**src/mips_core_pkg.sv**
```systemverilog
`default_nettype none

package mips_core_pkg;

  // operations the alu knows
  typedef enum logic [2:0] {
    alu_add,
    alu_sub,
    alu_and,
    alu_or,
    alu_slt,
    alu_lui
  } alu_op_e;

  // fetch sequencing
  typedef enum logic [1:0] {
    fs_idle,
    fs_run,
    fs_wait_sys,
    fs_halt
  } fetch_state_e;

  // syscall service numbers, taken from v0
  typedef enum logic [31:0] {
    sys_print_int = 32'd1,
    sys_exit      = 32'd10
  } sys_code_e;

endpackage

`default_nettype wire

```
**src/mips_isa_pkg.sv**
```systemverilog
`default_nettype none

package mips_isa_pkg;

  // basic word types
  typedef logic [31:0] word_t;
  typedef logic [4:0]  reg_idx_t;
  typedef logic [31:0] pc_t;

  // primary opcodes, instr[31:26]
  localparam logic [5:0] op_rtype = 6'h00;
  localparam logic [5:0] op_j     = 6'h02;
  localparam logic [5:0] op_jal   = 6'h03;
  localparam logic [5:0] op_addiu = 6'h09;
  localparam logic [5:0] op_ori   = 6'h0d;
  localparam logic [5:0] op_lui   = 6'h0f;

  // r-type function codes, instr[5:0]
  localparam logic [5:0] fn_jr      = 6'h08;
  localparam logic [5:0] fn_syscall = 6'h0c;
  localparam logic [5:0] fn_addu    = 6'h21;
  localparam logic [5:0] fn_subu    = 6'h23;
  localparam logic [5:0] fn_and     = 6'h24;
  localparam logic [5:0] fn_or      = 6'h25;
  localparam logic [5:0] fn_slt     = 6'h2a;

  // registers with a fixed role
  localparam reg_idx_t reg_zero = 5'd0;
  localparam reg_idx_t reg_v0   = 5'd2;
  localparam reg_idx_t reg_a0   = 5'd4;
  localparam reg_idx_t reg_ra   = 5'd31;

endpackage

`default_nettype wire

```
**src/decoder.sv**
```systemverilog
`timescale 1ns/1ps
`default_nettype none

module decoder
  import mips_isa_pkg::*;
  import mips_core_pkg::*;
(
  input  word_t    instr,
  output reg_idx_t rs,
  output reg_idx_t rt,
  output reg_idx_t rd_addr,
  output logic     reg_write,
  output logic     alu_src,
  output logic     is_jal,
  output logic     is_jr,
  output logic     is_j,
  output logic     is_syscall,
  output alu_op_e  alu_op,
  output word_t    imm,
  output pc_t      jump_target
);

  logic [5:0] opcode;
  logic [5:0] funct;

  // field split
  assign opcode = instr[31:26];
  assign funct  = instr[5:0];
  assign rs     = instr[25:21];
  assign rt     = instr[20:16];

  // r-type writes rd, i-type writes rt
  assign rd_addr = (opcode == op_rtype) ? instr[15:11] : instr[20:16];

  // word index shifted to bytes, upper nibble filled in by fetch
  assign jump_target = {4'b0000, instr[25:0], 2'b00};

  always_comb begin
    reg_write  = 1'b0;
    alu_src    = 1'b0;
    is_jal     = 1'b0;
    is_jr      = 1'b0;
    is_j       = 1'b0;
    is_syscall = 1'b0;
    alu_op     = alu_add;
    // sign extension unless the op says otherwise
    imm        = {{16{instr[15]}}, instr[15:0]};
    case (opcode)
      op_rtype: begin
        case (funct)
          fn_addu: begin
            reg_write = 1'b1;
            alu_op    = alu_add;
          end
          fn_subu: begin
            reg_write = 1'b1;
            alu_op    = alu_sub;
          end
          fn_and: begin
            reg_write = 1'b1;
            alu_op    = alu_and;
          end
          fn_or: begin
            reg_write = 1'b1;
            alu_op    = alu_or;
          end
          fn_slt: begin
            reg_write = 1'b1;
            alu_op    = alu_slt;
          end
          fn_jr:      is_jr = 1'b1;
          fn_syscall: is_syscall = 1'b1;
          // unknown funct runs as nop
          default: ;
        endcase
      end
      op_addiu: begin
        reg_write = 1'b1;
        alu_src   = 1'b1;
        alu_op    = alu_add;
      end
      op_ori: begin
        reg_write = 1'b1;
        alu_src   = 1'b1;
        alu_op    = alu_or;
        imm       = {16'h0000, instr[15:0]};
      end
      op_lui: begin
        reg_write = 1'b1;
        alu_src   = 1'b1;
        alu_op    = alu_lui;
        imm       = {16'h0000, instr[15:0]};
      end
      op_j:   is_j = 1'b1;
      op_jal: is_jal = 1'b1;
      default: ;
    endcase
  end

endmodule

`default_nettype wire

```
**config.mk**
```make
export PLATFORM = sky130hd
export DESIGN_NAME = decoder
export DESIGN_NICKNAME = d
export VERILOG_FILES = /design/src/mips_core_pkg.sv /design/src/mips_isa_pkg.sv /design/src/decoder.sv
export SDC_FILE = /design/constraint.sdc
export NUM_CORES = 1
export LEC_CHECK = 0
export BUFFER_PORTS_ARGS = -buffer_cell sky130_fd_sc_hd__buf_2
export CAP_MARGIN = 20
export CORE_ASPECT_RATIO = 0.9
export CORE_UTILIZATION = 31
export DETAILED_ROUTE_END_ITERATION = 10
export GPL_ROUTABILITY_DRIVEN = 0
export GPL_TIMING_DRIVEN = 0
export PLACE_DENSITY = 0.89
export SLEW_MARGIN = 25
export SYNTH_ARGS = -nofsm -noshare
export SYNTH_HDL_FRONTEND = slang
export SYNTH_SLANG_ARGS = --single-unit
```
**constraint.sdc**
```tcl
create_clock -name vclk -period 1.9
set_clock_uncertainty 0.15 [all_clocks]
set_input_delay 0.475 -clock vclk [all_inputs]
set_output_delay 0.475 -clock vclk [all_outputs]
set_load 0.01 [all_outputs]
```
* Word-level counts from Yosys, hierarchy flattened
Cells that the tools add are included.
** Storage, ports and cells
- Register bits after elaboration :: 0
- Bits in read-only memories :: 0
- Memories :: 0
- Bits in latches :: 0
- Bits of input ports :: 32
- Bits in writable memories :: 0
** Operators by class
- Order comparisons :: 0
- Bitwise logic cells :: 0
- Muxes and demuxes :: 13
- Reductions and logical operators :: 4
- Divide/modulo/power cells :: 0
- Equality and inequality tests :: 12
- Multiply operators :: 0
- Shift operators :: 0
- Add/subtract/negate cells :: 0
** Operators with widths (number)
- 2-to-1 mux 32 bit :: 1
- equality test 6 x 4 -> 1 bit, second input constant :: 5
- equality test 6 bit, second input constant :: 5
- equality test 6 x 2 -> 1 bit, second input constant :: 2
- one-hot mux 3 bit (4 select lines) :: 1
- one-hot mux 3 bit (3 select lines) :: 1
- 2-to-1 mux 1 bit :: 8
- logical NOT 6 bit :: 1
- 2-to-1 mux 5 bit :: 1
- OR reduction 5 bit :: 1
- OR reduction 3 bit :: 1
- one-hot mux 1 bit (2 select lines) :: 1
- OR reduction 2 bit :: 1

* Logic depth before layout (Yosys ltp)
- Depth in word-level cells :: 4
- Depth in mapped cells :: 4
- Depth with buffers taken out :: 3

* Least setup slack after synthesis
No wires, ideal clock.
- Path type :: input to output
- Start :: input instr[28]
- End :: output alu_op[1]
- Data arrival time :: 1.369 ns
- Path slack :: -0.094 ns
- Stages :: 3
- Buffers on the path :: 0
- Path through :: nor4_4 -> nand2_4 -> o32ai_1
** On the way
- Cells in the longest elaborated chain, start to end :: 2
** Ends and longest elaborated chain
- start, declared :: RTL line decoder.sv:8 : input word_t instr,
- equality test 6 x 4 -> 1 bit / logical NOT 6 bit (equally long branches) :: RTL line decoder.sv:48 : case (opcode)
- one-hot mux 3 bit (3 select lines) (*) :: RTL line decoder.sv:48
- end, declared :: RTL line decoder.sv:18 : output alu_op_e alu_op,
Every way passes the cells marked *; elsewhere a longest branch is shown, timed or not.

* Worst setup path after layout
- Start :: input instr[30]
- End :: output is_syscall
** On the way
- Cells in the longest elaborated chain, start to end :: 2
** Ends and longest elaborated chain
- logical NOT 6 bit :: RTL line decoder.sv:48
- 2-to-1 mux 1 bit :: RTL line decoder.sv:48
- end, declared :: RTL line decoder.sv:17 : output logic is_syscall,
No other way between the ends.

==> metrics <==
sequential share of the synthesized area 0%; area occupied by registers 0 um^2; worst-path fanout max 3; DR DRC count 0; Cell Area, Synth 817 um^2; worst vdd ir 0.000173 V; share of layout cells above drive strength 1 88.9%; PortBufs 104; vias 1,055; synthesis-to-finish area growth 106%; initial antenna violation count 0; fillers 193; Hold Path Class in -> out; synth unique cells 23; CP delay by family, top simple AND/OR/NAND/NOR gates; Hold Path Stages 2; post-route ant nets 0; Critical Path AT 1.55 ns; pwr dens 231 nW/um^2; DR WL/cell 11.2 um; final cell count without fillers 253; Avg Inst Size Synth 7.43 um^2; die width 56.1 um; initial core utilization 33.1%; Core Rows 17; Ant. Diodes 0; Worst Path Buf+Inv 3; vias per cell 4.17; Fmax 461 MHz; DP Cell Count 247; commonest non-fill, non-tap cell in the layout buf_2; post-placement cell area 1420 um^2; hold path start instr[25]; Place WS -0.364 ns; Seq cells 0; Tot GR Track Use 14.5%; # clk buffers 0; Startpoint Class input port; final WL 2.83 mm; TritonRoute pass-1 iters 4; Syn Inst Count 110; final core utilization 68.3%; most frequent cells in the layout buf_2, buf_4, buf_6, conb_1, mux2_2; failing checks negative setup slack; Hold Vio Cnt, Final 0; unrepaired setup endpoints after global routing true; Final period util 114%; # IOs 120; Core Box Area 2470 um^2; CP required 1.27 ns; iteration-0 DRC count of the detailed router 19; first-pass GRT wire length 3.49 mm; largest net degree at the start of global routing 17; Yosys warning count 0; crit-path cells buf_8 > nor4_4 > buf_4 > nand3_2 > nor3_1 > buf_2; status finished with violations; Max-Cap Viols 0; setup_tns -6.30 ns; Die Y 50.7 um; Leak 1.00 nW; crit-path max cell delay 0.35 ns; Setup crit end kind output pin; hold worst-path end rs[4]; Final Setup Violations 30; max-slew violations 0; nets@finish 259; Overflow after GRT 0; post-DP HPWL 1.81 mm; vias in the first global route 857; post-route cell area 1690 um^2; Worst path slowest cell nor4_4; Final min period 2.17 ns; die area 2850 um^2; Crit Path Class in -> out; setup ws final -0.271 ns
## metal layers
metal	GRT usage [%]	share of wire, %	vias up
met5	0	0	-
met4	1.22	1.3	0
met3	1.03	8.2	4
met2	30.6	57	67
met1	16.3	34	469
li1	-	-	515
## where the power goes
part           leakage (nW)  internal (W)  total, W  switching [W]
Combinational          1.00      0.000232  0.000390       0.000158
Sequential                0             0         0              0
Clock                     0             0         0              0
## how the worst max path moves through the flow
stage,from,end,slack (ns),cells after the start
after global placement,instr[31],imm[19],-0.35,6
final,instr[30],is_syscall,-0.27,6
after floorplan,instr[28],is_syscall,-0.02,3
after global routing,instr[30],rd_addr[4],-0.33,5
after CTS,instr[30],rd_addr[4],-0.26,5
after detailed placement,instr[31],imm[26],-0.36,6
## cells in the mapped netlist, types with 2 or more instances
master / count / area, um^2
o31ai_1: 2 / 15.0
inv_1: 2 / 7.51
nor3_1: 2 / 10.0
nor2_1: 3 / 11.3
buf_4: 73 / 548
nand2b_1: 3 / 18.8
mux2_2: 5 / 56.3
nor3b_1: 3 / 22.5
nand2_1: 2 / 7.51
nand4_1: 2 / 12.5
## logic make-up (layout without fill, tap and decap cells)
logic type	count (synthesis)	after routing	share of synthesized area [%]
AND/OR/NAND/NOR	24	25	19.9
XOR/XNOR	1	1	1.07
AO/OA/AOI/OAI	4	4	3.68
other	1	6	0.459
multiplexers	5	5	6.89
buffers and inverters	75	184	68.0
## what timing repair did
item | 4_1_cts | 5_1_grt
endpoints found under the setup margin | 29 | 29
resized for setup | 13 | 37
gates cloned | 0 | 1
hold buffers | 0 | 0
pin swaps | 9 | 6
setup buffers | 3 | 2
## metrics by stage
| step | total power (W) | hold slack (ns) |
|---|---|---|
| after floorplan | 0.000198 | 0.834 |
| after global placement | 0.000316 | 0.983 |
| after detailed placement | 0.000321 | 0.984 |
| after CTS | 0.000333 | 0.984 |
| after global routing | 0.000414 | 0.987 |
| final | 0.000390 | 0.983 |
## area by class of cell
cell class	count	area, um^2	area share, %
multi-input combinational	41	342	20.3
inverter	2	7.51	0.445
timing repair buffer	109	697	41.4
buffer	73	604	35.9
tap	28	35.0	2.08
No activity file was read; power rests on OpenSTA's default activity.
