`config.mk`:
```
export PLATFORM = sky130hd
export DESIGN_NAME = regfile
export DESIGN_NICKNAME = d
export VERILOG_FILES = /design/src/mips_isa_pkg.sv /design/src/regfile.sv
export SDC_FILE = /design/constraint.sdc
export NUM_CORES = 2
export LEC_CHECK = 0
export BUFFER_PORTS_ARGS = -buffer_cell sky130_fd_sc_hd__buf_2
export CAP_MARGIN = 15
export CORE_MARGIN = 4
export CORE_UTILIZATION = 64
export DETAILED_ROUTE_END_ITERATION = 7
export MAX_ROUTING_LAYER = met4
export PLACE_DENSITY = 0.82
export SLEW_MARGIN = 20
export SYNTH_ARGS = -nofsm -noshare
export SYNTH_HDL_FRONTEND = slang
export SYNTH_SLANG_ARGS = --single-unit
export TNS_END_PERCENT = 50
```
`constraint.sdc`:
```
create_clock -name clk -period 5.7 [get_ports clk]
set_input_delay 0.57 -clock clk [delete_from_list [all_inputs] [get_ports clk]]
set_output_delay 0.57 -clock clk [all_outputs]
set_load 0.03 [all_outputs]
```
`src/mips_isa_pkg.sv`:
```
`default_nettype none

package mips_isa_pkg;

  // basic word types
  typedef logic [31:0] word_t;
  typedef logic [4:0]  reg_idx_t;
  typedef logic [31:0] pc_t;

  // primary opcodes, instr[31:26]
  localparam logic [5:0] op_rtype = 6'h00;
  localparam logic [5:0] op_j     = 6'h02;
  localparam logic [5:0] op_jal   = 6'h03;
  localparam logic [5:0] op_addiu = 6'h09;
  localparam logic [5:0] op_ori   = 6'h0d;
  localparam logic [5:0] op_lui   = 6'h0f;

  // r-type function codes, instr[5:0]
  localparam logic [5:0] fn_jr      = 6'h08;
  localparam logic [5:0] fn_syscall = 6'h0c;
  localparam logic [5:0] fn_addu    = 6'h21;
  localparam logic [5:0] fn_subu    = 6'h23;
  localparam logic [5:0] fn_and     = 6'h24;
  localparam logic [5:0] fn_or      = 6'h25;
  localparam logic [5:0] fn_slt     = 6'h2a;

  // registers with a fixed role
  localparam reg_idx_t reg_zero = 5'd0;
  localparam reg_idx_t reg_v0   = 5'd2;
  localparam reg_idx_t reg_a0   = 5'd4;
  localparam reg_idx_t reg_ra   = 5'd31;

endpackage

`default_nettype wire

```
`src/regfile.sv`:
```
`timescale 1ns/1ps
`default_nettype none

module regfile
  import mips_isa_pkg::*;
(
  input  logic     clk,
  input  logic     rst_n,
  input  logic     reg_write,
  input  logic     is_jal,
  input  reg_idx_t rs,
  input  reg_idx_t rt,
  input  reg_idx_t write_reg,
  input  word_t    write_data,
  input  word_t    jal_address,
  output word_t    read1,
  output word_t    read2,
  output word_t    v0,
  output word_t    a0
);

  word_t regs [32];

  // write port, rising edge
  always_ff @(posedge clk or negedge rst_n) begin
    if (!rst_n) begin
      for (int i = 0; i < 32; i++) begin
        regs[i] <= '0;
      end
    end else begin
      // r0 is never written
      if (reg_write && (write_reg != reg_zero)) begin
        regs[write_reg] <= write_data;
      end
      // link write comes last so it wins on ra
      if (is_jal) begin
        regs[reg_ra] <= jal_address;
      end
    end
  end

  // combinational reads, r0 forced to zero
  assign read1 = (rs == reg_zero) ? '0 : regs[rs];
  assign read2 = (rt == reg_zero) ? '0 : regs[rt];

  // taps for the syscall unit
  assign v0 = regs[reg_v0];
  assign a0 = regs[reg_a0];

endmodule

`default_nettype wire

```
=== After elaboration in Yosys (flattened, before gate mapping) ===
Index checks and enable logic that the tools add are counted.

* Register bits after elaboration: 1024
* Output and inout bits: 128
* Word-level logic and storage cells: 58

* $lt $le $gt $ge: 4
* Multiplexer cells: 13
* Bitwise operators: 3
* Reductions and logical operators: 6

{| class="wikitable"
|+ Operators with widths
! operator !! count
|-
| bitwise mux 1024 bit || 1
|-
| binary-select mux 32 bit (select 5 bit) || 2
|-
| 2-to-1 mux 32 bit || 9
|-
| demux 32 bit (select 5 bit) || 1
|-
| >= comparator 6 bit, second input constant || 3
|-
| inverter 5 -> 6 bit || 3
|-
| zero test 5 bit || 2
|-
| less-than comparator 6 x 1 -> 1 bit, second input constant || 1
|-
| nonzero test 5 bit || 1
|-
| logical AND 1 bit || 2
|-
| nonzero test 2 bit || 1
|}

=== Logic depth before layout (Yosys ltp) ===
* Word-level depth: 8
* Depth in mapped cells: 10

=== Worst setup path after synthesis ===
OpenSTA, ideal clock, no wires.

* Path kind: input -> output
* Start: in rt[1]
* End: out read2[31]
* Data arrival time: 2.691 ns
* Required time: 5.130 ns
* Setup slack: 2.439 ns
* Cell stages on the path: 10
* Path buffers: 6
* Cells stage by stage: buf_6 buf_6 buf_6 buf_6 and2_1 clkbuf_1 buf_2 a22oi_1 a21oi_1 nor4_1

* Longest elaborated chain between the ends: 5
* Elaborated cells on any way between the ends: 6
* Classes of those cells: 4 x mux; 1 x bitwise; 1 x reduce/logical

{| class="wikitable"
|+ Ends and longest elaborated chain
! element !! RTL line !! source
|-
| start, declared || regfile.sv:12 || <nowiki>input reg_idx_t rt,</nowiki>
|-
| inverter 5 -> 6 bit (not written as such) || regfile.sv:44 || <nowiki>assign read2 = (rt == reg_zero) ? '0 : regs[rt];</nowiki>
|-
| binary-select mux 32 bit (select 5 bit) || regfile.sv:44 ||
|-
| 2-to-1 mux 32 bit (not written as such) (2 in a row) || regfile.sv:44 ||
|-
| 2-to-1 mux 32 bit (*) || regfile.sv:44 ||
|-
| end, declared || regfile.sv:17 || <nowiki>output word_t read2,</nowiki>
|}

Mark *: on every way between the ends. The rest lies on a longest branch, timed or not. The select of a mux whose other input is x is not followed.

=== Worst setup path after layout ===
* Start: in rs[3]
* End: out read1[1]

* Longest elaborated chain between the ends: 5
* Elaborated cells on any way between the ends: 6
* Classes of those cells: 4 x mux; 1 x bitwise; 1 x reduce/logical

{| class="wikitable"
|+ Ends and longest elaborated chain
! element !! RTL line !! source
|-
| start, declared || regfile.sv:11 || <nowiki>input reg_idx_t rs,</nowiki>
|-
| inverter 5 -> 6 bit (not written as such) || regfile.sv:43 || <nowiki>assign read1 = (rs == reg_zero) ? '0 : regs[rs];</nowiki>
|-
| binary-select mux 32 bit (select 5 bit) || regfile.sv:43 ||
|-
| 2-to-1 mux 32 bit (not written as such) (2 in a row) || regfile.sv:43 ||
|-
| 2-to-1 mux 32 bit (*) || regfile.sv:43 ||
|-
| end, declared || regfile.sv:16 || <nowiki>output word_t read1,</nowiki>
|}

Marks and branches as above.

==> flow_summary_export.csv <==
group,metric,value,unit
place,globalplace.congestion,0.902,
power,power_density,364,nW/µm²
timing,period_needed,4210,ps
outcome,violations,"negative hold slack",
timing,fmax,238,MHz
worst_setup_path,cpPeakStageDelay,950,ps
logic_synthesis,seq_area_frac_synth,46.5,%
clock_network,clk_pin_slew,60,ps
logic_synthesis,ys_ff_latch,1024,
worst_setup_path,critPathMaxFanout,24,
die,die_h,301,µm
place,io_buffers,210,
clock_network,clockBufferDepth,3,
place,dpl.hpwl,100000,µm
die,row_count,107,
logic_synthesis,synth.avg_cell_area,14.6,µm²
logic_synthesis,ys_types,43,
final_layout,fin_nets,3789,
clock_network,post_cts_buffers,0,
timing,holdWs,-23.9,ps
worst_setup_path,crit_buf_inv,3,
final_layout,area_growth,9.26,%
clock_network,htreeDepth,3,
grt,grt_start_max_net_pins,161,
timing,rsz0062_at_grt,"no",
timing,final-max-slew-violation-count,0,
clock_network,postCtsResizedCells,0,
clock_network,hold_buffers,0,
timing,worst_pin_slew,1190,ps
final_layout,n_fill_cell,5589,
worst_setup_path,crit_slowest_cell,"or3_1",
timing,finalCritPeriodShare,73.8,%
drt,wl_per_cell,33.1,µm
die,die_area,90800,µm²
power,p_total,21900,µW
worst_setup_path,cp_top_family,"simple AND/OR/NAND/NOR gates",
run,drv_cap,0,
drt,wirelength,164000,µm
grt,grt-ovfl-total,0,
logic_synthesis,synth_edf_count,0,
clock_network,clock_latency,670,ps
logic_synthesis,synth_area,55100,µm²
clock_network,cts_num_sinks,1024,
drt,first_pass_iters,5,
worst_setup_path,endpoint_kind,"output pin",
drt,drt_iter0_drc,4620,
die,core,85300,µm²
logic_synthesis,yosysWarnings,0,
timing,fin_tns_setup,0,ps
timing,final-setup-viol-count,0,
drt,vias_per_cell,7.42,
clock_network,cts_buffers,105,
drt,vias,36700,
drt,drc,0,
worst_setup_path,crit_type,"in -> out",
timing,relSlewSlack,20.4,%
die,ios,211,
worst_setup_path,crit_path_frequent_cell,"buf_2",
power,leakagePower,0.0264,µW
logic_synthesis,synth_ff_type,"dfrtp_1",
timing,finalHoldViolations,13,
grt,antenna_found_initial,10,
grt,grt_pass1_wl,246000,µm
worst_setup_path,cp.arrival,3640,ps
final_layout,final_layout_size_suffix_gt1_share,51.3,%
timing,finalClockSkew,0,ps
die,die_w,301,µm
power,worst_ir_drop_vdd,0.282,mV
worst_setup_path,start_kind,"input port",
worst_setup_path,path_cells,"buf_2 > or3_1 > buf_12 > o221ai_1 > a211oi_1 > nor3_1 > buf_2",
drt,ant_nets,0,
logic_synthesis,ys_async_sr_fraction,100,%
logic_synthesis,syn_nets,3856,
grt,grt_pass1_vias,37400,
hold_path,hold_path_class,"in -> async",
outcome,status,"finished with violations",
worst_setup_path,crit_required,5130,ps
clock_network,cts_tree,"yes",
grt,track_usage,37.6,%
logic_synthesis,syn_inst,3773,
die,initial_core_util,64.6,%
clock_network,cts_root_buf,"clkbuf_16",
logic make-up (layout without fill, tap and decap cells):
logic type	after synthesis	count (layout)	synth area share, %
flops	1024	1024	46.5
compound gates	346	346	4.58
mux	1689	1689	42.4
simple gates	212	212	2.03
other cells	0	14	0
buf+inv	502	519	4.43
path summary, 6_finish.rpt:
| check | start | endpoint | slack, ps | cells past startpoint |
|---|---|---|---|---|
| setup reg to reg | v0[3] | v0[3] | 4800 | 1 |
| setup / recovery | rs[3] | read1[1] | 1490 | 7 |
| max in group asynchronous | rst_n | regs[130] | 4230 | 2 |
| hold / removal | rst_n | regs[570] | -20 | 1 |
| min in group clk | jal_address[3] | regs[3] | 100 | 3 |
| hold reg to reg | regs[1006] | regs[1006] | 390 | 0 |
per-stage QoR:
stage	instance area, µm²	setup slack (ps)	hold slack [ps]	std cells	util (%)
2_1_floorplan	55100	2440	274	3773	-
3_3_place_gp	56500	1600	380	4743	66.2
3_5_place_dp	56500	1610	384	4743	66.2
4_1_cts	60100	1610	12.7	4934	70.5
5_1_grt	60100	1500	33.1	4944	70.5
6_report	60200	1490	-23.9	4948	70.5
layout by cell type (no fill, tap or decap), types with 15 or more instances in the layout:
master	Yosys	final
a2111oi_0	25	22
a211oi_1	38	38
a21oi_1	30	30
a22o_1	49	49
a22oi_1	67	67
and2_1	16	15
buf_12	0	18
buf_2	122	203
buf_4	93	101
clkbuf_1	233	23
clkbuf_16	0	109
clkbuf_8	0	22
clkinv_2	0	21
dfrtp_1	1024	1024
mux2_2	989	989
mux2i_1	278	278
mux4_2	416	416
nand2_1	49	38
nor2b_1	37	31
nor3_1	54	53
o21ai_0	36	36
o221ai_1	25	25
o22ai_1	43	43
cells in the mapped netlist, types with 6 or more instances:
library cell / n / area (µm²)
and2_1: 16 / 100
mux4_2: 416 / 9370
buf_6: 7 / 78.8
a21oi_1: 30 / 150
o22ai_1: 43 / 269
a2111oi_0: 25 / 219
a22oi_1: 67 / 503
o32ai_1: 14 / 123
a211oi_1: 38 / 285
buf_1: 46 / 173
o21ai_0: 36 / 180
clkbuf_1: 233 / 875
a22o_1: 49 / 429
mux2_2: 989 / 11100
mux2i_1: 278 / 2780
buf_2: 122 / 611
o221ai_1: 25 / 219
nor3_1: 54 / 270
dfrtp_1: 1024 / 25600
nor2b_1: 37 / 231
nor4_1: 7 / 43.8
buf_4: 93 / 698
nor2_1: 16 / 60.1
mux2_1: 6 / 67.6
a31oi_1: 9 / 56.3
nand2_1: 49 / 184
layout make-up:
cell class	instances	area [µm²]	area share, %
Tap cell	1144	1430	2.38
Clock buffer	154	3120	5.18
Sequential cell	1024	25600	42.6
Timing Repair Buffer	327	2210	3.67
Multi-Input combinational cell	2247	27200	45.2
Clock inverter	37	522	0.867
Inverter	1	3.75	0.00624
Antenna cell	14	35.0	0.0582
routing by layer:
layer	wire length (µm)	share of wire, %	global-route usage [%]	vias up
met5	0	0	-	-
met4	7160	4.4	15.1	0
met3	20500	13	11.9	481
met2	72300	44	52.6	2399
met1	63900	39	52.0	19500
li1	-	-	-	14400
where the power goes:
part / total (µW) / switching (µW) / internal [µW]
logic: 4820 / 2240 / 2570
clock network: 7290 / 2930 / 4360
registers: 9760 / 1130 / 8630
flip-flops by register name (all words and copies together), names as in the netlist:
signal	count
a0	32
v0	32
regs	960
(Power assumes the default switching activity.)
