<file path="src/mips_core_pkg.sv">
`default_nettype none

package mips_core_pkg;

  // operations the alu knows
  typedef enum logic [2:0] {
    alu_add,
    alu_sub,
    alu_and,
    alu_or,
    alu_slt,
    alu_lui
  } alu_op_e;

  // fetch sequencing
  typedef enum logic [1:0] {
    fs_idle,
    fs_run,
    fs_wait_sys,
    fs_halt
  } fetch_state_e;

  // syscall service numbers, taken from v0
  typedef enum logic [31:0] {
    sys_print_int = 32'd1,
    sys_exit      = 32'd10
  } sys_code_e;

endpackage

`default_nettype wire

</file>
<file path="src/mips_isa_pkg.sv">
`default_nettype none

package mips_isa_pkg;

  // basic word types
  typedef logic [31:0] word_t;
  typedef logic [4:0]  reg_idx_t;
  typedef logic [31:0] pc_t;

  // primary opcodes, instr[31:26]
  localparam logic [5:0] op_rtype = 6'h00;
  localparam logic [5:0] op_j     = 6'h02;
  localparam logic [5:0] op_jal   = 6'h03;
  localparam logic [5:0] op_addiu = 6'h09;
  localparam logic [5:0] op_ori   = 6'h0d;
  localparam logic [5:0] op_lui   = 6'h0f;

  // r-type function codes, instr[5:0]
  localparam logic [5:0] fn_jr      = 6'h08;
  localparam logic [5:0] fn_syscall = 6'h0c;
  localparam logic [5:0] fn_addu    = 6'h21;
  localparam logic [5:0] fn_subu    = 6'h23;
  localparam logic [5:0] fn_and     = 6'h24;
  localparam logic [5:0] fn_or      = 6'h25;
  localparam logic [5:0] fn_slt     = 6'h2a;

  // registers with a fixed role
  localparam reg_idx_t reg_zero = 5'd0;
  localparam reg_idx_t reg_v0   = 5'd2;
  localparam reg_idx_t reg_a0   = 5'd4;
  localparam reg_idx_t reg_ra   = 5'd31;

endpackage

`default_nettype wire

</file>
<file path="src/fetch_unit.sv">
`timescale 1ns/1ps
`default_nettype none

module fetch_unit
  import mips_isa_pkg::*;
  import mips_core_pkg::*;
#(
  parameter int IMEM_DEPTH = 64
) (
  input  logic                          clk,
  input  logic                          rst_n,
  input  logic                          run,
  input  logic                          prog_we,
  input  logic [$clog2(IMEM_DEPTH)-1:0] prog_addr,
  input  word_t                         prog_data,
  input  logic                          is_j,
  input  logic                          is_jal,
  input  logic                          is_jr,
  input  logic                          is_syscall,
  input  logic                          sys_done,
  input  logic                          sys_exit,
  input  pc_t                           jump_target,
  input  word_t                         jr_target,
  output word_t                         instr,
  output word_t                         pc_plus4,
  output logic                          commit
);

  localparam int AW = $clog2(IMEM_DEPTH);

  word_t        imem [IMEM_DEPTH];
  fetch_state_e state_q;
  pc_t          pc_q;
  pc_t          next_pc;

  // program load, only while stopped
  always_ff @(posedge clk) begin
    if (prog_we && !run) begin
      imem[prog_addr] <= prog_data;
    end
  end

  // word addressed fetch
  assign instr    = imem[pc_q[AW+1:2]];
  assign pc_plus4 = pc_q + 32'd4;

  // register writes only land in run
  assign commit = (state_q == fs_run) && run;

  // next pc select
  always_comb begin
    if (is_jr) begin
      next_pc = jr_target;
    end else if (is_j || is_jal) begin
      // region bits come from pc + 4
      next_pc = {pc_plus4[31:28], jump_target[27:0]};
    end else begin
      next_pc = pc_plus4;
    end
  end

  always_ff @(posedge clk or negedge rst_n) begin
    if (!rst_n) begin
      state_q <= fs_idle;
      pc_q    <= '0;
    end else begin
      case (state_q)
        fs_idle: begin
          // restart from address 0
          if (run) begin
            state_q <= fs_run;
            pc_q    <= '0;
          end
        end
        fs_run: begin
          if (!run) begin
            state_q <= fs_idle;
          end else if (is_syscall) begin
            // pc holds on the syscall until it is serviced
            state_q <= fs_wait_sys;
          end else begin
            pc_q <= next_pc;
          end
        end
        fs_wait_sys: begin
          if (sys_exit) begin
            state_q <= fs_halt;
          end else if (sys_done) begin
            state_q <= fs_run;
            pc_q    <= pc_plus4;
          end
        end
        // only reset leaves halt
        fs_halt: state_q <= fs_halt;
        default: state_q <= fs_idle;
      endcase
    end
  end

endmodule

`default_nettype wire

</file>
<file path="config.mk">
export PLATFORM = sky130hd
export DESIGN_NAME = fetch_unit
export DESIGN_NICKNAME = d
export VERILOG_FILES = /design/src/mips_core_pkg.sv /design/src/mips_isa_pkg.sv /design/src/fetch_unit.sv
export SDC_FILE = /design/constraint.sdc
export NUM_CORES = 2
export LEC_CHECK = 0
export ABC_AREA = 1
export BUFFER_PORTS_ARGS = -buffer_cell sky130_fd_sc_hd__buf_2
export CAP_MARGIN = 20
export CORE_ASPECT_RATIO = 1.75
export CORE_MARGIN = 2
export CORE_UTILIZATION = 42
export CTS_BUF_LIST = sky130_fd_sc_hd__clkbuf_4
export DETAILED_ROUTE_END_ITERATION = 8
export GPL_TIMING_DRIVEN = 0
export MAX_ROUTING_LAYER = met4
export PLACE_DENSITY = 0.53
export SLEW_MARGIN = 20
export SYNTH_ARGS = -nofsm -noshare
export SYNTH_HDL_FRONTEND = slang
export SYNTH_SLANG_ARGS = --single-unit
</file>
<file path="constraint.sdc">
create_clock -name clk -period 5.26 [get_ports clk]
set_input_delay 0.526 -clock clk [delete_from_list [all_inputs] [get_ports clk]]
set_output_delay 0.526 -clock clk [all_outputs]
set_load 0.05 [all_outputs]
</file>
==> After elaboration in Yosys (flattened, before gate mapping) <==
Memories as Yosys holds them, arrays and structs flattened.
Cells that the tools add are included.
W data, S select, Z words.
{ "word_totals": {"ff_bits": 34, "latch_bits": 0, "mem_bits_rw": 2048, "rom_bits": 0, "inputBits": 112, "elab_cells": 38, "memories": 1} }
{ "classes": {"n_addsub": 1, "mul": 0, "n_div": 0, "order_cmp": 0, "n_eq_ne": 10, "shift": 0, "mux": 16, "n_bitwise": 0, "n_reduce_logical": 8} }
{ "mem_list": {"columns": ["name", "words", "width", "read_ports", "rd_ports_with_merged_regs", "wr", "line", "text"], "rows": [
  ["imem", 64, 32, 1, 0, 1, "fetch_unit.sv:31", "word_t imem [IMEM_DEPTH];"]
]} }
{ "ops": {"columns": ["op", "n"], "rows": [
  ["$mux W32", 6],
  ["$pmux W32 S3", 1],
  ["$add A32 B3 Y32 const B", 1],
  ["$mux W28", 1],
  ["$mux W2", 5],
  ["$ne A2 B2 Y1 const B", 5],
  ["$pmux W2 S4", 1],
  ["$ne A3 B3 Y1 const B", 2],
  ["$reduce_and A6 Y1", 1],
  ["$eq A2 B2 Y1 const B", 2],
  ["$reduce_and A3 Y1", 1],
  ["$reduce_bool A3 Y1", 1],
  ["$eq A2 B1 Y1 const B", 1],
  ["$logic_and A1 B1 Y1", 2],
  ["$logic_not A2 Y1", 1],
  ["$mux W1", 2],
  ["$logic_not A1 Y1", 1],
  ["$logic_or A1 B1 Y1", 1]
]} }

==> Logic depth before layout (Yosys ltp) <==
{ "logic_depth": {"depth_word": 6, "depth_mapped": 14} }

==> Worst setup path after synthesis <==
Ideal clock, no wire load.
{ "synth_path": {"kind": "input-to-reg", "from": "in prog_we", "to": "mem imem[0][0] (netlist bit), enable pin", "setup_time_ns": 0.421, "t_arrival_ns": 2.556, "t_required_ns": 4.839, "path_slack_ns": 2.283, "path_stages": 4, "n_path_buf": 0, "cell_sequence": "inv_1 -> nor2_1 -> nand4_1 -> nor2_1"} }
{ "synth_via": {"elab_chain_cells": 3} }
{ "synth_lines": {"columns": ["element", "line", "text"], "rows": [
  ["start, declared", "fetch_unit.sv:13", "input logic prog_we,"],
  ["$logic_and A1 B1 Y1", "fetch_unit.sv:38", "if (prog_we && !run) begin"],
  ["$mux W1", "fetch_unit.sv:38", null],
  ["$mux W1 (not written as such)", "fetch_unit.sv:39", "imem[prog_addr] <= prog_data;"],
  ["end, declared", "fetch_unit.sv:31", null]
]} }
No other way between the ends.

==> Worst setup path in the final report <==
{ "layout_path": {"from": "reg pc_q[5]", "to": "out instr[24]"} }
{ "layout_via": {"elab_chain_cells": 1} }
{ "layout_lines": {"columns": ["element", "line", "text"], "rows": [
  ["start, declared", "fetch_unit.sv:33", "pc_t pc_q;"],
  ["start signal, assigned", "fetch_unit.sv:82", "pc_q <= next_pc;"],
  ["start signal, assigned", "fetch_unit.sv:90", "pc_q <= pc_plus4;"],
  ["$mem_v2 Z64 W32", null, null],
  ["end, declared", "fetch_unit.sv:24", "output word_t instr,"]
]} }
No other way between the ends.

==> out/qor.csv <==
metric,value,unit
post-place-ws,0.754,ns
ys.flop_type,edfxtp_1,
synth_top_area_share,71.8,%
mappedNetlistNets,7568,
wl,356000,um
cts_buffers,483,
powerDensity,462,mW/mm^2
grtUsageTotal,34.7,%
tightest_slew,1.18,ns
htree_levels,5,
p_leak,37.2,nW
netlist_area,0.0857,mm^2
coreArea,0.203,mm^2
vias_per_cell,5.66,
violations,setup timing,
worstPathMaxFanout,10,
crit_type,flip-flop to output port,
rsz0062_at_grt,yes,
synth_seq_cells,2082,
yosysMostFrequentCell,nand2_1,
syn-instance-count,7449,
cts_root_buffer,clkbuf_4,
synth-edff-count,2048,
gr-total-overflow,0,
die_y,601,um
finalMaxSlewViolations,0,
hold_viol,0,
start_util,42.2,%
wire_per_inst,31.2,um
drive_gt1_share,16.6,%
dr.pass1.iters,9,
critPathTopFamily,buffers and inverters,
hpwl,257000,um
cpPeakStageDelay,0.58,ns
cts_sinks,2082,
nFillCells,18200,
ioPinCount,177,
max_slew_margin,21.3,%
max-clock-path-buffers,4,
clk_latency,1.34,ns
drt_iter0_markers,7256,
clk_pin_slew,0.08,ns
cap_violations,0,
area_growth_syn_to_layout,18.0,%
row_count,219,
yosys-top-cells-count,"2094 x nand2_1, 2048 x edfxtp_1, 932 x nor2_1",
yosysTopAreaCell,edfxtp_1,
gp_congestion,1.01,
fin_util,49.8,%
hold_class,input pin to flip-flop,
vdd_drop_max,0.630,mV
min_period,5.35,ns
vias,64600,
critical_path_arrival,4.83,ns
cts_tree,done,
setup_viol,15,
ant_nets,0,
cp-start-kind,flip-flop,
synth.yosys.seq_area_share,72.8,%
io_buffers,172,
grt_pass1_wl,483000,um
dieArea,0.208,mm^2
die_w,345,um
crit_chain,"inv_1, buf_4, clkbuf_2, clkbuf_2, nand3_1, nand3_1, nand2_1, nand2_1, nand2_1, clkbuf_4",
async_flop_share,1.63,%
grt_antenna_before_repair,25,
syn_avg_cell_area,11.5,um^2
grt_max_degree,65,
status,"finished, violations left",
cp_common_cell,nand2_1,
slowest_stage,dfrtp_1,
finalNetCount,8475,
total_power,46.7,mW
ys.warnings.count,0,
drc_errors,0,
synth_area_leaders,"edfxtp_1 72%, nand2_1 9.2%, nand3_1 5.2%",
clock.fmax,187,MHz
worstSetupEndpointType,output port,
ys_types,36,
setup_ws,-0.0928,ns
cts_setup_buffers,0,
grt_pass1_vias,62700,
path_buf_inv,5,
crit_required,4.73,ns
final.period_utilization,102,%
fin_worst_skew,0.0418,ns
## worst paths after layout
path                                        start                      to  slack, ns  cells past startpoint
max                           pc_q[5]$_DFFE_PN0P_               instr[24]      -0.09                     10
min                                  prog_addr[0]  imem[47][29]$_DFFE_PP_      0.005                      3
max reg2reg                state_q[1]$_DFFE_PN0P_    pc_q[25]$_DFFE_PN0P_       1.58                     13
min reg2reg                  pc_q[30]$_DFFE_PN0P_    pc_q[30]$_DFFE_PN0P_       0.53                      2
max in group asynchronous                   rst_n    pc_q[16]$_DFFE_PN0P_       4.73                      4
min in group asynchronous                   rst_n    pc_q[28]$_DFFE_PN0P_       0.26                      4
## area by class of cell
| cell class | instances | area (um^2) | area share, % |
|---|---|---|---|
| multi-input cells | 4756 | 21200 | 20.9 |
| flip-flops and latches | 2082 | 62400 | 61.7 |
| clock buffers | 711 | 5340 | 5.28 |
| plain buffers | 440 | 2370 | 2.34 |
| inverters | 168 | 636 | 0.628 |
| repair buffers | 425 | 5100 | 5.05 |
| diodes | 26 | 65.1 | 0.0643 |
| clock inverters | 160 | 795 | 0.786 |
| well taps | 2652 | 3320 | 3.28 |
## power by group
group / internal, mW / switching, mW
clock network: 6.46 / 6.62
registers: 18.4 / 0.149
logic: 3.26 / 11.8
total: 28.1 / 18.6
## worst min-delay path, cell delays in order
cell	delay, ns
buf_2	0.14
nand4_1	0.34
nor2_4	0.14
## placed cells by master, fill, tap and decap left out, types with 14 or more instances in the layout
| cell | count |
|---|---|
| a21boi_0 | 28 |
| a21oi_1 | 90 |
| buf_1 | 41 |
| buf_12 | 76 |
| buf_16 | 48 |
| buf_2 | 296 |
| buf_4 | 96 |
| buf_6 | 14 |
| clkbuf_1 | 99 |
| clkbuf_2 | 39 |
| clkbuf_4 | 728 |
| clkinv_1 | 136 |
| clkinv_2 | 18 |
| dfrtp_1 | 33 |
| diode_2 | 26 |
| dlygate4sd3_1 | 126 |
| edfxtp_1 | 2048 |
| inv_1 | 157 |
| nand2_1 | 2091 |
| nand3_1 | 882 |
| nand3_2 | 14 |
| nand4_1 | 14 |
| nor2_1 | 864 |
| nor2_4 | 66 |
| nor3_1 | 19 |
| o211ai_1 | 118 |
| o21ai_0 | 479 |
| o22ai_1 | 15 |
| or2_2 | 17 |
## through the flow
step | setup TNS [ns] | cells | instance area (um^2) | hold WS [ns]
2_1_floorplan | 0 | 7449 | 85700 | 0.230
3_3_place_gp | -865.19 | 10300 | 89900 | 0.490
3_5_place_dp | 0 | 10400 | 93300 | 0.504
4_1_cts | 0 | 11400 | 101000 | 0.00533
5_1_grt | -0.0385 | 11400 | 101000 | 0.0248
6_report | -0.510 | 11400 | 101000 | 0.00537
## per-layer routing
layer | track usage (%) | up-vias | part of all wire, %
met2 | 58.4 | 3720 | 50
met4 | 31.4 | 0 | 11
met5 | - | - | 0
met3 | 5.95 | 1290 | 7.3
met1 | 34.5 | 31400 | 32
li1 | - | 28100 | -
## cell families after synthesis
group                    synth area share, %
AO/OA/AOI/OAI                           4.84
XOR/XNOR                              0.0905
adder cells (fa/ha/maj)                0.102
buffers and inverters                   3.20
flip-flops                              72.8
multiplexers                          0.0117
AND/OR/NAND/NOR                         19.0
## timing repair
| action | in CTS | in global routing |
|---|---|---|
| hold endpoints to repair | 2041 | 0 |
| gates resized for setup | 114 | 35 |
| setup endpoints to repair | 32 | 18 |
| pin swaps | 11 | 4 |
| hold buffers | 127 | 0 |
## state kept, by name (all words and copies together) (netlist names)
name / cells
state_q: 2
imem: 2048
pc_q: 32
(Power assumes the default switching activity.)
