==> src/mips_core_pkg.sv <==
`default_nettype none

package mips_core_pkg;

  // operations the alu knows
  typedef enum logic [2:0] {
    alu_add,
    alu_sub,
    alu_and,
    alu_or,
    alu_slt,
    alu_lui
  } alu_op_e;

  // fetch sequencing
  typedef enum logic [1:0] {
    fs_idle,
    fs_run,
    fs_wait_sys,
    fs_halt
  } fetch_state_e;

  // syscall service numbers, taken from v0
  typedef enum logic [31:0] {
    sys_print_int = 32'd1,
    sys_exit      = 32'd10
  } sys_code_e;

endpackage

`default_nettype wire

==> src/mips_isa_pkg.sv <==
`default_nettype none

package mips_isa_pkg;

  // basic word types
  typedef logic [31:0] word_t;
  typedef logic [4:0]  reg_idx_t;
  typedef logic [31:0] pc_t;

  // primary opcodes, instr[31:26]
  localparam logic [5:0] op_rtype = 6'h00;
  localparam logic [5:0] op_j     = 6'h02;
  localparam logic [5:0] op_jal   = 6'h03;
  localparam logic [5:0] op_addiu = 6'h09;
  localparam logic [5:0] op_ori   = 6'h0d;
  localparam logic [5:0] op_lui   = 6'h0f;

  // r-type function codes, instr[5:0]
  localparam logic [5:0] fn_jr      = 6'h08;
  localparam logic [5:0] fn_syscall = 6'h0c;
  localparam logic [5:0] fn_addu    = 6'h21;
  localparam logic [5:0] fn_subu    = 6'h23;
  localparam logic [5:0] fn_and     = 6'h24;
  localparam logic [5:0] fn_or      = 6'h25;
  localparam logic [5:0] fn_slt     = 6'h2a;

  // registers with a fixed role
  localparam reg_idx_t reg_zero = 5'd0;
  localparam reg_idx_t reg_v0   = 5'd2;
  localparam reg_idx_t reg_a0   = 5'd4;
  localparam reg_idx_t reg_ra   = 5'd31;

endpackage

`default_nettype wire

==> src/syscall_unit.sv <==
`timescale 1ns/1ps
`default_nettype none

module syscall_unit
  import mips_isa_pkg::*;
  import mips_core_pkg::*;
(
  input  logic  clk,
  input  logic  rst_n,
  input  logic  start,
  input  word_t v0,
  input  word_t a0,
  input  logic  sys_ack,
  output logic  sys_req,
  output word_t sys_code,
  output word_t sys_arg,
  output logic  sys_done,
  output logic  sys_exit,
  output logic  halted
);

  // handshake phase
  typedef enum logic [1:0] {
    ph_idle,
    ph_req,
    ph_drop
  } phase_e;

  phase_e phase_q;

  // code and argument captured at start, held over the whole handshake
  always_ff @(posedge clk) begin
    if (start && (phase_q == ph_idle)) begin
      sys_code <= v0;
      sys_arg  <= a0;
    end
  end

  always_ff @(posedge clk or negedge rst_n) begin
    if (!rst_n) begin
      phase_q  <= ph_idle;
      sys_req  <= 1'b0;
      sys_done <= 1'b0;
      sys_exit <= 1'b0;
      halted   <= 1'b0;
    end else begin
      // one cycle pulses
      sys_done <= 1'b0;
      sys_exit <= 1'b0;
      case (phase_q)
        ph_idle: begin
          if (start && !halted) begin
            if (v0 == word_t'(sys_print_int)) begin
              sys_req <= 1'b1;
              phase_q <= ph_req;
            end else if (v0 == word_t'(mips_core_pkg::sys_exit)) begin
              // exit, no request goes out
              sys_exit <= 1'b1;
              halted   <= 1'b1;
            end else begin
              // unknown service finishes at once
              sys_done <= 1'b1;
            end
          end
        end
        ph_req: begin
          if (sys_ack) begin
            sys_req <= 1'b0;
            phase_q <= ph_drop;
          end
        end
        ph_drop: begin
          // wait for ack low, then release fetch
          if (!sys_ack) begin
            sys_done <= 1'b1;
            phase_q  <= ph_idle;
          end
        end
        default: phase_q <= ph_idle;
      endcase
    end
  end

endmodule

`default_nettype wire

==> config.mk <==
export PLATFORM = sky130hd
export DESIGN_NAME = syscall_unit
export DESIGN_NICKNAME = d
export VERILOG_FILES = /design/src/mips_core_pkg.sv /design/src/mips_isa_pkg.sv /design/src/syscall_unit.sv
export SDC_FILE = /design/constraint.sdc
export NUM_CORES = 1
export LEC_CHECK = 0
export BUFFER_PORTS_ARGS = -buffer_cell sky130_fd_sc_hd__buf_2
export CAP_MARGIN = 5
export CORE_MARGIN = 3
export CORE_UTILIZATION = 25
export CTS_BUF_LIST = sky130_fd_sc_hd__clkbuf_8
export DETAILED_ROUTE_END_ITERATION = 8
export PLACE_DENSITY_LB_ADDON = 0.25
export SLEW_MARGIN = 0
export SYNTH_ARGS = -nofsm -noshare
export SYNTH_HDL_FRONTEND = slang
export SYNTH_SLANG_ARGS = --single-unit
==> constraint.sdc <==
create_clock -name clk -period 5.55 [get_ports clk]
set_clock_uncertainty 0.05 [all_clocks]
set_input_delay 1.665 -clock clk [delete_from_list [all_inputs] [get_ports clk]]
set_output_delay 1.665 -clock clk [all_outputs]
set_load 0.02 [all_outputs]
### Yosys cells after proc, flatten, opt, wreduce, memory -nomap -nowiden

Cells that the tools add are included.

* bits in registers: 70
* bits in latches: 0
* bits in writable memories: 0
* memory bits (read-only): 0
* output and inout port bits: 68
* logic and storage cells: 42
* memories kept: 0

* $add $sub $neg: 0
* multipliers: 0
* div/mod/pow operators: 0
* order comparisons: 0
* equality and inequality tests: 8
* shift-type cells: 0
* mux-type cells: 18
* bitwise logic cells: 1
* reduce and logical (&&, ||, !) cells: 8

Operators by type and width (number)
* 32-bit by 1-bit == test with 1-bit output, second input constant: 1
* 32-bit by 4-bit == test with 1-bit output, second input constant: 1
* 4-bit AND reduction: 3
* 1-bit two-way mux: 11
* 2-bit two-way mux: 4
* 2-bit one-hot mux with 3 select lines: 1
* 2-bit by 1-bit != test with 1-bit output, second input constant: 2
* 2-bit != test, second input constant: 2
* 1-bit one-hot mux with 2 select lines: 2
* 2-bit by 1-bit == test with 1-bit output, second input constant: 1
* 2-bit == test, second input constant: 1
* 1-bit logical AND: 2
* 2-bit zero test: 1
* 2-bit nonzero test: 1
* 1-bit zero test: 1
* 1-bit NOT: 1

### Logic depth before layout (Yosys ltp)

Gate-level depths: netlist of the first run.

* depth in word-level cells: 5
* mapped depth: 4
* mapped depth without buffers: 4

### Worst setup path before layout of the first run

OpenSTA, ideal clock, no wires.

* path kind: input port to flip-flop
* start point: input start
* end point: register sys_done
* library setup time: 0.094 ns
* arrival: 4.888 ns
* data required time: 5.406 ns
* setup slack: 0.518 ns
* stages on the path: 4
* path buffers: 0
* path through: nor3b_2 > and2b_2 > a21oi_1 > a211oi_1

* longest elaborated chain between the ends: 3

RTL lines
* start: declaration: line syscall_unit.sv:10 `input logic start,`
* 1-bit logical AND: line syscall_unit.sv:52 `if (start && !halted) begin`
* 1-bit two-way mux: line syscall_unit.sv:52
* 1-bit one-hot mux with 2 select lines: line syscall_unit.sv:50 `case (phase_q)`
* end signal: assignment: line syscall_unit.sv:43 `sys_done <= 1'b0;`
* end signal: assignment: line syscall_unit.sv:48 `sys_done <= 1'b0;`
* end signal: assignment: line syscall_unit.sv:62 `sys_done <= 1'b1;`
* end: declaration: line syscall_unit.sv:17 `output logic sys_done,`

Every way passes these cells.
A chain may end at the register's enable or synchronous reset.

### Final worst setup path of the first run

Same ends and word-level chain as after synthesis.

==> results by group, run 1 <==
Outcome
  – Outcome: finished, final reports clean

STA
  – RSZ-0062 raised after global routing: false
  – Hold WS: 0.450 ns
  – Max Clock Freq: 0.346 GHz
  – Slew margin rel.: 0.460
  – Endpoints failing setup: 0
  – Final Cycle Share: 0.520
  – Fin. Hold Viols: 0
  – Setup ws final: 2.66 ns
  – Tmin final: 2.89 ns
  – Setup tns final: 0 ns
  – Slew Limit Fails: 0
  – Worst-Margin Slew: 0.811 ns

Synth
  – Synth Area in XOR/XNOR: 0.00387
  – Synthesized instance count: 98
  – Top_reg_cell synth: edfxtp_1
  – Synth Area in Compound Gates: 0.0216
  – Sequential area share after synthesis: 0.916
  – Adder-cell share of the synthesized area: 0
  – Most frequent cell after synthesis: edfxtp_1
  – Top cell type by total area after synthesis: edfxtp_1
  – Synth cell count leaders: 64 x edfxtp_1, 6 x dfrtp_1, 6 x nor4_1
  – Yosys reg bits: 70
  – Top-area cell type share of the netlist area: 0.850
  – Multiplexer area fraction after synthesis: 0
  – Simple-gate share of the synthesized area: 0.0570
  – Netlist cell types: 21
  – Main combinational cell family by area after synthesis: simple AND/OR/NAND/NOR gates
  – Avg Cell Area, Syn: 23.1 sq um
  – Synth warn: 0
  – Post-synth ARST share: 0.0857
  – Number of flops mapped to enable cells by yosys: 64
  – Post-Synthesis Cell Area: 2260 sq um
  – Syn_nets: 166
  – Synth area leaders: edfxtp_1 85%, dfrtp_1 6.6%, nor4_1 1.7%, a31o_1 0.77%, nor3b_1 0.66%

Clocking
  – Clock buffer depth: 2
  – Reg clk slew, reported paths: 0.07 ns
  – Worst skew pair latency: 0.33 ns
  – Num CTS Buffers: 9
  – Post-CTS setup buffer count: 0
  – Clk sinks: 70
  – CTS Hold Buffers Added: 0
  – TritonCTS clock tree: done
  – Root buf cell: clkbuf_8
  – CTS H-tree depth: 3
  – Post-cts resize count: 0

Finish
  – Layout cells sized above 1: 0.616
  – Final nets: 313
  – Diode count: 0
  – Synth-to-Final Area Change: 45.9%

Placement
  – Post-Place Setup Slack: 2.21 ns
  – Count of input and output buffers: 135
  – GPL Wtd Cong: 0.738

Routing
  – Routed vias/inst: 4.05
  – WL per Instance: 14.2 um
  – Antenna-violating nets left: 0
  – Vias: 1450
  – Residual DRC: 0
  – DR iter-0 viols: 15
  – Final WL: 5080 um
  – First-pass DRT Iterations: 4

Pwr
  – Power, Total: 1.19 mW
  – Power Density: 360 nW/um^2
  – Leakage: 1.42 nW
  – Peak VDD IR: 137 uV

Run
  – Max_cap viols: 0

Setup path
  – Worst path slowest cell: buf_4
  – Worst-path cell chain: buf_2, nor3b_4, buf_4, and2b_2, a21oi_1, a211oi_1
  – CP endpoint kind: flip-flop
  – CP max stage delay: 0.63 ns
  – Crit path max fanout: 65
  – CP Launch Type: input pin
  – Arr. time, crit path: 3.08 ns
  – CP Class: input pin to flip-flop
  – WP data required: 5.75 ns

Floorplanning
  – Rows: 34
  – Top Ports: 136
  – Die Area: 10200 sq um
  – Die X: 101 um
  – DIE HEIGHT: 101 um
  – Core area: 8760 sq um
  – Initial core utilization: 0.258

Global routing
  – Largest net degree at the start of global routing: 66
  – Number of global-route vias before repair: 1444
  – GRT Overall Usage: 0.0943
  – Congestion Overflow GR: 0
  – Initial antenna violation count: 0
  – First-pass GRT wire length: 7120 um

Min path
  – Min-delay worst type: flip-flop to flip-flop
[per-stage QoR]
stage                     area [sq um]   util  instances
final                             3300  0.377        358
after global placement            3090  0.352        342
after global routing              3300  0.377        358
after detailed placement          3090  0.352        342
after CTS                         3300  0.377        358
after floorplan                   2260      -         98
[cell usage in the layout, fill, tap and decap left out, types with 2 or more instances in the layout]
cell and count:
a31o_1 2, buf_2 135, bufinv_16 2, clkbuf_8 9, clkinv_2 2, dfrtp_1 6, edfxtp_1 64, inv_1 2
nand4_1 2, nor2_1 2, nor3b_1 2, nor4_1 6
[cell type report]
| class | instances | area, sq um |
|---|---|---|
| Clock buffer | 9 | 124 |
| Timing Repair Buffer | 136 | 683 |
| Multi-Input combinational cell | 27 | 193 |
| Tap cell | 108 | 135 |
| Fill cell | 858 | 5460 |
| Sequential cell | 70 | 2070 |
| Inverter | 1 | 3.75 |
| Clock inverter | 7 | 90.1 |
[flip-flops by register name (all words and copies together) (netlist names)]
signal / count
sys_req: 1
sys_code: 32
phase_q: 2
halted: 1
sys_arg: 32
sys_done: 1
sys_exit: 1
[worst max-delay path: cells and delay by family]
| family | cells | cell delay, ns |
|---|---|---|
| buffers and inverters | 2 | 0.70 |
| AND/OR/NAND/NOR | 2 | 0.46 |
| AO/OA/AOI/OAI | 2 | 0.25 |
[final timing paths]
check / from / to / slack, ns / cells after the start
max in group asynchronous: rst_n / sys_exit / 4.21 / 1
worst max-delay path: start / sys_done / 2.66 / 6
worst max register to register: phase_q[0] / sys_done / 3.56 / 5
min in group asynchronous: rst_n / sys_req / 1.09 / 1
worst min-delay path: halted / halted / 0.45 / 1
worst min register to register: halted / halted / 0.45 / 1
[cell families (layout without fill, tap and decap cells)]
group	after synthesis	after routing
xor+xnor	1	1
buf+inv	1	153
flops	70	70
compound gates	6	6
simple gates	20	20
[routing by layer]
layer | vias to the layer above | track usage | share of wire
met5 | - | 0 | 0
met4 | 0 | 0.0307 | 0.0083
met3 | 5 | 0.0505 | 0.13
met2 | 88 | 0.148 | 0.46
met1 | 665 | 0.111 | 0.40
li1 | 692 | - | -
[power by group]
group / switching [mW] / total [mW] / internal [mW]
registers: 0.00853 / 0.627 / 0.618
clock network: 0.184 / 0.435 / 0.251
logic: 0.0835 / 0.127 / 0.0439
(Power assumes the default switching activity.)
==> run 2, diff against run 1 <==
==> constraint.sdc (replaced) <==
create_clock -name clk -period 2.6 [get_ports clk]
set_clock_uncertainty 0.05 [all_clocks]
set_input_delay 0.78 -clock clk [delete_from_list [all_inputs] [get_ports clk]]
set_output_delay 0.78 -clock clk [all_outputs]
set_load 0.02 [all_outputs]
==> results by group, run 2 (synthesis results as in run 1) <==
Floorplanning
  – Top Ports: 136 (unchanged)
  – Die Area: 10200 sq um (unchanged)
  – Rows: 34 (unchanged)
  – DIE HEIGHT: 101 um (unchanged)
  – Initial core utilization: 0.258 (unchanged)
  – Core area: 8760 sq um (unchanged)
  – Die X: 101 um (unchanged)

Routing
  – Residual DRC: 0 (unchanged)
  – WL per Instance: 14.8 um (+4.0%)
  – DR iter-0 viols: 31 (+16)
  – Antenna-violating nets left: 0 (unchanged)
  – Routed vias/inst: 4.11 (+1.6%)
  – Vias: 1473 (+1.6%)
  – First-pass DRT Iterations: 4 (unchanged)
  – Final WL: 5290 um (+4.0%)

Finish
  – Commonest cells after routing, fill and taps aside: 135 x buf_2, 64 x edfxtp_1, 9 x clkbuf_8
  – Commonest non-fill, non-tap cell in the layout: buf_2
  – Synth-to-Final Area Change: 45.8% (about the same)
  – Final nets: 314 (+0.32%)
  – Largest registers: sys_arg x32, sys_code x32, phase_q x2
  – Non-Filler Instances: 358 (unchanged)
  – Diode count: 0 (unchanged)
  – Layout cells sized above 1: 0.624 (+0.00800)

STA
  – Fin. Hold Viols: 0 (unchanged)
  – Max Clock Freq: 0.538 GHz
  – Worst-Margin Slew: 0.604 ns (-0.207 ns)
  – Tmin final: 1.86 ns
  – RSZ-0062 raised after global routing: false
  – Endpoints failing setup: 0 (unchanged)
  – Hold WS: 0.219 ns (-0.231 ns)
  – Final Cycle Share: 0.715
  – Slew margin rel.: 0.594 (+0.134)
  – Slew Limit Fails: 0 (unchanged)

Pwr
  – Leakage: 1.41 nW (-0.62%)
  – Power Density: 740 nW/um^2 (+110%)
  – Power, Total: 2.44 mW (+110%)
  – Peak VDD IR: 213 uV (+55%)

Clocking
  – Worst skew pair latency: 0.32 ns (about the same)
  – Clk sinks: 70 (unchanged)
  – Clock buffer depth: 2 (unchanged)
  – Num CTS Buffers: 9 (unchanged)
  – Reg clk slew, reported paths: 0.07 ns (about the same)
  – TritonCTS clock tree: done
  – CTS Hold Buffers Added: 0 (unchanged)
  – Root buf cell: clkbuf_8
  – Post-cts resize count: 0 (unchanged)
  – Post-CTS setup buffer count: 0 (unchanged)
  – CTS H-tree depth: 3 (unchanged)

Outcome
  – Outcome: finished, final reports clean

Min path
  – Min-delay worst type: input pin to async pin

Setup path
  – CP endpoint kind: flip-flop
  – Crit path max fanout: 5 (-92%)
  – CP Class: input pin to flip-flop
  – WP data required: 2.81 ns (-2.94 ns)
  – Arr. time, crit path: 2.07 ns (-1.01 ns)
  – CP Launch Type: input pin

Placement
  – GPL Wtd Cong: 0.706 (-4.2%)
  – Hpwl dp: 3930 um
  – DP Cell Count: 343 (+0.29%)
  – Count of input and output buffers: 135 (unchanged)

Global routing
  – Largest net degree at the start of global routing: 35 (-47%)
  – Number of global-route vias before repair: 1409 (-2.4%)
  – Congestion Overflow GR: 0 (unchanged)
  – First-pass GRT wire length: 7370 um (+3.5%)
  – GRT Overall Usage: 0.0980 (+0.00370)
  – Initial antenna violation count: 0 (unchanged)

Run
  – Max_cap viols: 0 (unchanged)
-- run 2: changes by cell type in the layout (fill, tap and decap cells not counted) --
cell        previous run  this run
bufinv_16              2         1
inv_1                  2         1
a21oi_2                0         1
buf_12                 0         1
clkinvlp_4             1         2
a21oi_1                1         0
-- run 2: report_power, final --
part           leakage, nW  internal [mW]  total [mW]  switching [mW]
clock network       0.0911          0.436       0.826           0.391
logic                0.612         0.0969       0.278           0.181
registers            0.708           1.32        1.34          0.0179
total                 1.41           1.85        2.44           0.589
-- run 2: metrics by stage --
stage          setup TNS (ns)  setup slack [ns]   util  cell area (sq um)
2_1_floorplan          -24.05            -0.594      -               2270
3_3_place_gp                0             0.514  0.355               3110
3_5_place_dp                0             0.467  0.355               3110
4_1_cts                     0             0.822  0.376               3300
5_1_grt                     0             0.728  0.376               3300
6_report                    0             0.741  0.376               3300
-- run 2: area by class of cell --
type	count	area, sq um
Clock buffer	9	124
Clock inverter	6	63.8
Fill cell	839	5470
Inverter	1	3.75
Multi-Input combinational cell	27	196
Sequential cell	70	2070
Tap cell	108	135
Timing Repair Buffer	137	703
-- run 2: critical path, cell delays in order --
cell	delay [ns]
buf_2	0.11
nor4_1	0.56
nand4_1	0.20
nor2_2	0.24
a32o_1	0.19
-- run 2: final timing paths --
kind | start | end | slack, ns | cells past startpoint
max | v0[2] | sys_req | 0.74 | 5
min | rst_n | phase_q[1] | 0.22 | 1
max reg2reg | phase_q[0] | sys_done | 1.01 | 5
min reg2reg | halted | halted | 0.47 | 1
max in group asynchronous | rst_n | sys_done | 2.13 | 1
min in group clk | halted | halted | 0.47 | 1
-- run 2: per-layer routing --
metal	up-vias	track usage	wire, um
li1	690	-	-
met1	683	0.125	2280
met2	98	0.139	2220
met3	2	0.0567	764
met4	0	0.0337	19
met5	-	0	0
